<file path="src/include/noc_widths.svh">
`ifndef NOC_WIDTHS_SVH
`define NOC_WIDTHS_SVH

// one flit on the NoC link.
`define NOC_FLIT_W 64

// number of body flits that follow the header.
`define MSG_LEN_W 8

`define COORD_W 4
`define PACKET_ID_W 16
`define MSG_TYPE_W 4

`endif

</file>
<file path="src/noc_msg_pkg.sv">
`include "noc_widths.svh"

package noc_msg_pkg;

    localparam int NOC_FLIT_W  = `NOC_FLIT_W;
    localparam int MSG_LEN_W   = `MSG_LEN_W;
    localparam int COORD_W     = `COORD_W;
    localparam int PACKET_ID_W = `PACKET_ID_W;
    localparam int MSG_TYPE_W  = `MSG_TYPE_W;

    // the header fields sit at the top of the flit, the rest is unused.
    localparam int HDR_PAD_W = NOC_FLIT_W - 2 * COORD_W - MSG_TYPE_W
                               - MSG_LEN_W - PACKET_ID_W;

    typedef struct packed {
        logic [COORD_W-1:0]     dst_x;
        logic [COORD_W-1:0]     dst_y;
        logic [MSG_TYPE_W-1:0]  msg_type;
        logic [MSG_LEN_W-1:0]   msg_len;
        logic [PACKET_ID_W-1:0] packet_id;
        logic [HDR_PAD_W-1:0]   padding;
    } noc_hdr_flit_t;

    // a flit is a header or a body word, depending on where it falls in the message.
    typedef union packed {
        noc_hdr_flit_t         hdr;
        logic [NOC_FLIT_W-1:0] raw;
    } noc_flit_u;

endpackage

</file>
<file path="src/tracker_pkg.sv">
package tracker_pkg;

    localparam int TIMESTAMP_W = 32;

    localparam int LOG_DEPTH_DEF = 16;

    // one recorded message in the log.
    typedef struct packed {
        logic [noc_msg_pkg::PACKET_ID_W-1:0] packet_id;
        logic [TIMESTAMP_W-1:0]              timestamp;
        logic [noc_msg_pkg::MSG_LEN_W-1:0]   msg_len;
        logic [noc_msg_pkg::COORD_W-1:0]     dst_x;
        logic [noc_msg_pkg::COORD_W-1:0]     dst_y;
    } tracker_entry_t;

endpackage

</file>
<file path="src/tracker_ifs.sv">
interface tracker_ctrl_if;
    logic store_hdr;
    logic incr_flits;
    logic last_flit;
    logic hdr_zero_len;

    modport ctrl (output store_hdr, output incr_flits, input last_flit, input hdr_zero_len);
    modport datap (input store_hdr, input incr_flits, output last_flit, output hdr_zero_len);
endinterface

interface tracker_rec_if;
    import noc_msg_pkg::*;
    import tracker_pkg::*;

    tracker_entry_t entry;
    noc_hdr_flit_t  flit_hdr;
    logic           wr;
    logic           match;
    // high while the control waits for a header.
    logic           idle;

    modport src_datap (output entry, output flit_hdr);
    modport src_ctrl (output wr, output idle, input match);
    modport filt (input flit_hdr, input idle, output match);
    modport log (input entry, input wr);
endinterface

</file>
<file path="src/tracker_record_ctrl.sv">
module tracker_record_ctrl (
    input  logic              clk,
    input  logic              rst,
    tracker_ctrl_if.ctrl      ctrl_if,
    tracker_rec_if.src_ctrl   rec_if,
    input  logic              flit_in_val
);

    typedef enum logic {
        ST_HDR,
        ST_BODY
    } state_t;

    state_t state_q;
    state_t state_d;
    logic   match_q;
    logic   hdr_acc;
    logic   body_acc;

    assign hdr_acc  = flit_in_val && (state_q == ST_HDR);
    assign body_acc = flit_in_val && (state_q == ST_BODY);

    assign ctrl_if.store_hdr  = hdr_acc;
    assign ctrl_if.incr_flits = body_acc;
    assign rec_if.idle        = (state_q == ST_HDR);

    // a zero-length message is written in its own header cycle, so the live
    // match is used there; longer messages use the match latched at the header.
    assign rec_if.wr = hdr_acc ? (rec_if.match && ctrl_if.hdr_zero_len)
                               : (body_acc && match_q && ctrl_if.last_flit);

    always_comb begin
        state_d = state_q;
        case (state_q)
            ST_HDR: begin
                if (hdr_acc && !ctrl_if.hdr_zero_len) begin
                    state_d = ST_BODY;
                end
            end
            ST_BODY: begin
                if (body_acc && ctrl_if.last_flit) begin
                    state_d = ST_HDR;
                end
            end
            default: state_d = ST_HDR;
        endcase
    end

    always_ff @(posedge clk) begin
        if (rst) begin
            state_q <= ST_HDR;
            match_q <= 1'b0;
        end else begin
            state_q <= state_d;
            if (hdr_acc) begin
                match_q <= rec_if.match;
            end
        end
    end

endmodule

</file>
<file path="src/tracker_record_datap.sv">
module tracker_record_datap (
    input  logic                    clk,
    input  logic                    rst,
    input  noc_msg_pkg::noc_flit_u  flit_in,
    input  logic                    flit_in_val,
    output noc_msg_pkg::noc_flit_u  flit_out,
    output logic                    flit_out_val,
    tracker_ctrl_if.datap           ctrl_if,
    tracker_rec_if.src_datap        rec_if
);
    import noc_msg_pkg::*;
    import tracker_pkg::*;

    noc_hdr_flit_t          hdr;
    logic [MSG_LEN_W-1:0]   total_flits_q;
    logic [MSG_LEN_W-1:0]   total_flits_d;
    logic [MSG_LEN_W-1:0]   curr_flits_q;
    logic [MSG_LEN_W-1:0]   curr_flits_d;
    logic [PACKET_ID_W-1:0] packet_id_q;
    logic [COORD_W-1:0]     dst_x_q;
    logic [COORD_W-1:0]     dst_y_q;
    logic [TIMESTAMP_W-1:0] ts_q;
    logic [TIMESTAMP_W-1:0] hdr_ts_q;

    assign flit_out     = flit_in;
    assign flit_out_val = flit_in_val;

    assign hdr             = flit_in.hdr;
    assign rec_if.flit_hdr = hdr;

    assign total_flits_d = ctrl_if.store_hdr ? hdr.msg_len : total_flits_q;
    assign curr_flits_d  = ctrl_if.store_hdr  ? '0 :
                           ctrl_if.incr_flits ? curr_flits_q + 1'b1 : curr_flits_q;

    // comparing the next values lets a header with zero length end on itself.
    assign ctrl_if.last_flit    = (curr_flits_d == total_flits_d);
    assign ctrl_if.hdr_zero_len = (total_flits_d == '0);

    always_ff @(posedge clk) begin
        if (rst) begin
            ts_q          <= '0;
            total_flits_q <= '0;
            curr_flits_q  <= '0;
        end else begin
            ts_q          <= ts_q + 1'b1;
            total_flits_q <= total_flits_d;
            curr_flits_q  <= curr_flits_d;
        end
    end

    always_ff @(posedge clk) begin
        if (ctrl_if.store_hdr) begin
            packet_id_q <= hdr.packet_id;
            dst_x_q     <= hdr.dst_x;
            dst_y_q     <= hdr.dst_y;
            hdr_ts_q    <= ts_q;
        end
    end

    always_comb begin
        rec_if.entry.msg_len = total_flits_d;
        if (ctrl_if.store_hdr) begin
            rec_if.entry.packet_id = hdr.packet_id;
            rec_if.entry.timestamp = ts_q;
            rec_if.entry.dst_x     = hdr.dst_x;
            rec_if.entry.dst_y     = hdr.dst_y;
        end else begin
            rec_if.entry.packet_id = packet_id_q;
            rec_if.entry.timestamp = hdr_ts_q;
            rec_if.entry.dst_x     = dst_x_q;
            rec_if.entry.dst_y     = dst_y_q;
        end
    end

endmodule

</file>
<file path="src/tracker_dst_filter.sv">
module tracker_dst_filter (
    input  logic                                clk,
    input  logic                                rst,
    input  logic                                filter_en,
    input  logic [noc_msg_pkg::COORD_W-1:0]     filter_dst_x,
    input  logic [noc_msg_pkg::COORD_W-1:0]     filter_dst_y,
    input  logic [noc_msg_pkg::MSG_TYPE_W-1:0]  filter_type,
    tracker_rec_if.filt                         rec_if
);
    import noc_msg_pkg::*;

    logic                  cfg_en_q;
    logic [COORD_W-1:0]    cfg_x_q;
    logic [COORD_W-1:0]    cfg_y_q;
    logic [MSG_TYPE_W-1:0] cfg_type_q;
    logic                  hit;

    // the configuration only moves between messages.
    always_ff @(posedge clk) begin
        if (rst) begin
            cfg_en_q   <= 1'b0;
            cfg_x_q    <= '0;
            cfg_y_q    <= '0;
            cfg_type_q <= '0;
        end else if (rec_if.idle) begin
            cfg_en_q   <= filter_en;
            cfg_x_q    <= filter_dst_x;
            cfg_y_q    <= filter_dst_y;
            cfg_type_q <= filter_type;
        end
    end

    assign hit = (rec_if.flit_hdr.dst_x == cfg_x_q)
              && (rec_if.flit_hdr.dst_y == cfg_y_q)
              && (rec_if.flit_hdr.msg_type == cfg_type_q);

    // with the filter off every message is recorded.
    assign rec_if.match = !cfg_en_q || hit;

endmodule

</file>
<file path="src/tracker_log_mem.sv">
module tracker_log_mem #(
    parameter int LOG_DEPTH = tracker_pkg::LOG_DEPTH_DEF
) (
    input  logic                                clk,
    input  logic                                rst,
    tracker_rec_if.log                          rec_if,
    input  logic [$clog2(LOG_DEPTH)-1:0]        rd_addr,
    output tracker_pkg::tracker_entry_t         rd_data,
    output logic [$clog2(LOG_DEPTH+1)-1:0]      log_count
);
    import tracker_pkg::*;

    localparam int ADDR_W = $clog2(LOG_DEPTH);
    localparam int CNT_W  = $clog2(LOG_DEPTH + 1);

    tracker_entry_t    mem [LOG_DEPTH];
    logic [ADDR_W-1:0] wr_ptr_q;
    logic [CNT_W-1:0]  count_q;
    logic              full;

    assign full      = (count_q == CNT_W'(LOG_DEPTH));
    assign log_count = count_q;

    // the depth is a power of two, so the pointer wraps by itself.
    always_ff @(posedge clk) begin
        if (rst) begin
            wr_ptr_q <= '0;
        end else if (rec_if.wr) begin
            wr_ptr_q <= wr_ptr_q + 1'b1;
        end
    end

    // once full, the oldest entry is overwritten and the count holds.
    always_ff @(posedge clk) begin
        if (rst) begin
            count_q <= '0;
        end else if (rec_if.wr && !full) begin
            count_q <= count_q + 1'b1;
        end
    end

    always_ff @(posedge clk) begin
        if (rec_if.wr) begin
            mem[wr_ptr_q] <= rec_if.entry;
        end
    end

    always_ff @(posedge clk) begin
        rd_data <= mem[rd_addr];
    end

endmodule

</file>
<file path="src/flit_tracker_top.sv">
module flit_tracker_top #(
    parameter int LOG_DEPTH = tracker_pkg::LOG_DEPTH_DEF
) (
    input  logic                                clk,
    input  logic                                rst,

    input  logic [noc_msg_pkg::NOC_FLIT_W-1:0]  flit_in,
    input  logic                                flit_in_val,
    output logic [noc_msg_pkg::NOC_FLIT_W-1:0]  flit_out,
    output logic                                flit_out_val,

    input  logic                                filter_en,
    input  logic [noc_msg_pkg::COORD_W-1:0]     filter_dst_x,
    input  logic [noc_msg_pkg::COORD_W-1:0]     filter_dst_y,
    input  logic [noc_msg_pkg::MSG_TYPE_W-1:0]  filter_type,

    input  logic [$clog2(LOG_DEPTH)-1:0]        rd_addr,
    output tracker_pkg::tracker_entry_t         rd_data,
    output logic [$clog2(LOG_DEPTH+1)-1:0]      log_count
);

    tracker_ctrl_if ctrl_if ();
    tracker_rec_if  rec_if ();

    tracker_record_ctrl u_ctrl (
        .clk         (clk),
        .rst         (rst),
        .ctrl_if     (ctrl_if.ctrl),
        .rec_if      (rec_if.src_ctrl),
        .flit_in_val (flit_in_val)
    );

    tracker_record_datap u_datap (
        .clk          (clk),
        .rst          (rst),
        .flit_in      (flit_in),
        .flit_in_val  (flit_in_val),
        .flit_out     (flit_out),
        .flit_out_val (flit_out_val),
        .ctrl_if      (ctrl_if.datap),
        .rec_if       (rec_if.src_datap)
    );

    tracker_dst_filter u_filter (
        .clk          (clk),
        .rst          (rst),
        .filter_en    (filter_en),
        .filter_dst_x (filter_dst_x),
        .filter_dst_y (filter_dst_y),
        .filter_type  (filter_type),
        .rec_if       (rec_if.filt)
    );

    tracker_log_mem #(
        .LOG_DEPTH (LOG_DEPTH)
    ) u_log (
        .clk       (clk),
        .rst       (rst),
        .rec_if    (rec_if.log),
        .rd_addr   (rd_addr),
        .rd_data   (rd_data),
        .log_count (log_count)
    );

endmodule

</file>
<file path="config.mk">
export PLATFORM = sky130hd
export DESIGN_NAME = flit_tracker_top
export DESIGN_NICKNAME = d
export VERILOG_FILES = /design/src/noc_msg_pkg.sv /design/src/tracker_pkg.sv /design/src/tracker_ifs.sv /design/src/tracker_record_ctrl.sv /design/src/tracker_record_datap.sv /design/src/tracker_dst_filter.sv /design/src/tracker_log_mem.sv /design/src/flit_tracker_top.sv
export VERILOG_INCLUDE_DIRS = /design/src /design/src/include
export SDC_FILE = /design/constraint.sdc
export NUM_CORES = 1
export LEC_CHECK = 0
export ABC_AREA = 1
export BUFFER_PORTS_ARGS = -buffer_cell sky130_fd_sc_hd__buf_2
export CAP_MARGIN = 20
export CELL_PAD_IN_SITES_DETAIL_PLACEMENT = 0
export CELL_PAD_IN_SITES_GLOBAL_PLACEMENT = 2
export CORE_ASPECT_RATIO = 1.5
export CORE_MARGIN = 1
export CORE_UTILIZATION = 37
export DETAILED_ROUTE_END_ITERATION = 12
export PLACE_DENSITY_LB_ADDON = 0.1
export SETUP_SLACK_MARGIN = 0.2
export SLEW_MARGIN = 10
export SYNTH_ARGS = -nofsm -noshare
export SYNTH_HDL_FRONTEND = slang
export SYNTH_HIERARCHICAL = 1
export SYNTH_SLANG_ARGS = --single-unit
</file>
<file path="constraint.sdc">
create_clock -name clk -period 7.94 [get_ports clk]
set_input_delay 0.794 -clock clk [delete_from_list [all_inputs] [get_ports clk]]
set_output_delay 0.794 -clock clk [all_outputs]
set_load 0.02 [all_outputs]
</file>
# [Word-level counts from Yosys, hierarchy flattened]
# Memories as Yosys holds them, arrays and structs flattened. A register that Yosys moved wholly into a read port is not among the register bits.
# Index checks and enable logic that the tools add are counted.
[totals] reg_bits=128 ramBits=1024 input_bits=84 output_inout_bits=134 elab_cells=52 memories=1
[memory_table] memory="u_log.mem" depth=16 width=64 rd=1 rd_clocked_by_memory_dff=1 wr=1 line="tracker_log_mem.sv:16" rtl="tracker_entry_t mem [LOG_DEPTH];"
[op_classes] n_addsub=4 eq_ne=5 muxes=11 n_bitwise=1 n_reduce_logical=15
[op_table] cell="$mux 48" n=1
[op_table] cell="$add 32x1->32 const B" n=1
[op_table] cell="$mux 8" n=4
[op_table] cell="$eq 4x4->1" n=3
[op_table] cell="$logic_and 1x1->1" n=10
[op_table] cell="$add 8x1->8 const B" n=1
[op_table] cell="$eq 8x8->1" n=1
[op_table] cell="$logic_not 8->1" n=1
[op_table] cell="$add 5x1->5 const B" n=1
[op_table] cell="$eq 5x5->1 const B" n=1
[op_table] cell="$mux 1" n=5
[op_table] cell="$add 4x1->4 const B" n=1
[op_table] cell="$logic_not 1->1" n=3
[op_table] cell="$pmux 1 s2" n=1
[op_table] cell="$logic_or 1x1->1" n=1
[op_table] cell="$not 1->1" n=1

# [Longest topological paths before layout]
[depth] ltp_word=8 depth_mapped=20 mapped_depth_nobuf=19

# [Cells and area by module]
# The synthesis kept the hierarchy.
[by_module_without_submodules] mod="tracker_log_mem" instances=1 cells_per_inst=4273 area_each_um2=45648.8 seq_area_each_um2=32210.9
[by_module_without_submodules] mod="tracker_record_datap" instances=1 cells_per_inst=738 area_each_um2=5835.6 seq_area_each_um2=2642.5
[by_module_without_submodules] mod="tracker_dst_filter" instances=1 cells_per_inst=106 area_each_um2=725.7 seq_area_each_um2=260.2
[by_module_without_submodules] mod="tracker_record_ctrl" instances=1 cells_per_inst=17 area_each_um2=106.4 seq_area_each_um2=40.0

# [Least setup slack after synthesis]
# No wires, ideal clock.
[synth_path] path_type="input port to flip-flop" startpoint="in flit_in_val" endpoint="mem u_log/mem[8][0] (netlist bit) (enable)" setup_ns=0.486 t_arrival_ns=6.985 required_ns=7.454 slack_ns=0.469 stages=16 n_path_buf=2 cell_sequence="nand2_1 inv_1 buf_6 inv_2 o21ai_0 nand2_1 nand2_1 nand3_1 nor2_1 nand3_1 nor2_1 nand3_1 o21ai_0 clkbuf_1 nand2_1 nor2_1"
[synth_lines] item="from (decl)" line="flit_tracker_top.sv:8" rtl="input logic flit_in_val,"
[synth_lines] item="to (decl)" line="tracker_log_mem.sv:16"

==> run metrics <==
cell count after placement 6885; CTS HTree Levels 3; Syn. warnings 6; final total negative setup slack 0 ns; cell count after synthesis 5082; global-route usage over all layers 0.1980; post-route minimum period 5.235 ns; Worst-path clk slew 0.06 ns; Max Clock Freq 191.0 MHz; post-CTS resize count 0; most common cell after layout, fill and taps aside sky130_fd_sc_hd__nand2_1; post-route insts no fill 7115; number of post-CTS setup repair buffers 0; largest driver fanout on the critical path 39; Static Leak 24.43 nW; largest net degree at the start of global routing 177; root cell of the clock tree sky130_fd_sc_hd__clkbuf_16; post-detailed-route count of antenna-violating nets 0; GPL Wtd Cong 0.7408; share of layout cells above drive strength 1 0.09001; number of cells on the critical path 17; final core area utilization 0.4165; vias in the first global route 32.53k; total number of vias 33.21k; depth of the most critical reg-to-reg path 17; height of the chip 460.8 µm; initial antenna violation count 2; total wire length 139.1 mm; Buffers on Ports 161; Area growth syn-to-layout 11.96%; Remaining Overflow, GRT 0; effective utilization at floorplan 0.3720; Final Hold Violating Endpoints 0; number of nets in the final layout 5230; worst-case vdd ir drop 0.1781 mV; status complete, but fails checks; unrepaired setup endpoints after global routing no; pwr/cell area 238.0 nW/µm²; critical path, cell by cell inv_2, nand2_1, inv_4, buf_4, nand2_1, o21ai_1, inv_1, nand2_1, nand2_1, nor2_1, nand2_1, nor2_1, nand3_1, o21ai_1, nand2_1, nor2_4, buf_4; worst hold path depth 1; post-synthesis cell area 51930 µm²; routed wire length per instance 19.56 µm; number of clock sinks seen by CTS 1216; number of buffers created by CTS 120; final period utilization 0.6593; mean number of vias per cell 4.668; Worst Hold Class in -> reg; Final setup viols 0; critical path's slowest cell sky130_fd_sc_hd__nor2_4; worst endpoint data arrival time 5.61 ns; DIE WIDTH 307.9 µm; clock skew after layout 0.02541 ns; Worst setup EP type register; total DRC errors in the routed layout 1; dominant cell type by count on the critical path sky130_fd_sc_hd__nand2_1; CP delay by family, top simple AND/OR/NAND/NOR gates; type of origin of the critical path register; Maximum Capacitance Violations 0; count of hold-fix buffers inserted at cts 0; pins over their slew limit 0; required time worst endpoint 8.32 ns; commonest cells after routing, fill and taps aside 1625 x sky130_fd_sc_hd__nand2_1, 1080 x sky130_fd_sc_hd__edfxtp_1, 855 x sky130_fd_sc_hd__inv_1, 802 x sky130_fd_sc_hd__nand3_1, 157 x sky130_fd_sc_hd__buf_2; Mapped Avg Cell Area 10.22 µm²; actual slew at the worst max-slew pin 1.129 ns; placed wire-length estimate 75.22 mm; TritonCTS clock tree yes; violated checks design-rule violations; clock buffer depth 3; synthesized net count 5174; die footprint 141900 µm²; buffers and inverters on the worst path 5; normalized max-slew margin 0.2472; Setup Crit Path Kind reg -> reg; later-pin clock latency in the skew report 0.75 ns; number of DRC markers after the initial detailed-route iteration 1973; area of the core 139600 µm²; detailed-routing iteration count for the pre-antenna-repair pass 9; row cnt 168; highest cell delay on the worst timing path 0.85 ns; wire length of the first global-routing pass 208.4 mm; number of top-level pins 218
-- worst register-to-register path, delay by kind of cell, from the launching register on --
| kind | cells | cell delay, ns |
|---|---|---|
| flops | 1 | 0.32 |
| compound gates | 2 | 0.59 |
| buf+inv | 5 | 1.82 |
| simple gates | 10 | 2.13 |
-- worst paths after layout --
| kind | start | to | slack [ns] |
|---|---|---|---|
| hold reg to reg | u_datap/ts_q[4]$_SDFF_PP0_ | u_datap/hdr_ts_q[4]$_DFFE_PP_ | 0.45 |
| setup / recovery | u_ctrl/state_q$_SDFF_PP0_ | u_log/mem[7][54]$_DFFE_PP_ | 2.71 |
| setup reg to reg | u_ctrl/state_q$_SDFF_PP0_ | u_log/mem[7][54]$_DFFE_PP_ | 2.71 |
| hold / removal | flit_in[38] | u_datap/packet_id_q[10]$_DFFE_PP_ | 0.27 |
-- state kept, by name, summed over array words and instances, names as in the netlist, 5 cells and up --
name	count
u_datap/hdr_ts_q	32
u_datap/curr_flits_q	8
u_datap/packet_id_q	16
u_log/rd_data	64
u_datap/ts_q	32
u_log/mem	1024
u_datap/total_flits_q	8
u_log/log_count	5
-- layout make-up --
class / instances / area [µm²]
Clock inverter: 56 / 615.6
Antenna cell: 1 / 2.502
Clock buffer: 172 / 3425
Inverter: 866 / 3297
Fill cell: 13710 / 81440
Sequential cell: 1216 / 35150
Multi-Input combinational cell: 2687 / 11670
Tap cell: 1870 / 2340
Timing Repair Buffer: 247 / 1638
-- per-stage QoR --
stage	total power (W)	hold slack, ns	cell area [µm²]	setup WS, ns
2_1_floorplan	0.007823	0.4300	51930	0.4687
3_3_place_gp	0.008136	0.4349	54060	1.987
3_5_place_dp	0.008138	0.4402	54070	2.003
4_1_cts	0.01405	0.2016	58110	2.472
5_1_grt	0.01437	0.2334	58140	2.263
6_report	0.01384	0.2663	58140	2.705
-- where the power goes --
group	total (W)	switching [W]	internal, W
Clock	0.00586	0.00243	0.00343
Combinational	0.000880	0.000671	0.000210
Sequential	0.00709	0.0000192	0.00707
Total	0.0138	0.00312	0.0107
-- layer usage --
metal,share of wire,global-route usage
met2,0.51,0.3523
met3,0.027,0.02070
met5,0,0
met1,0.45,0.2545
met4,0.019,0.05297
Note: power is estimated with default switching activity, not from simulation.
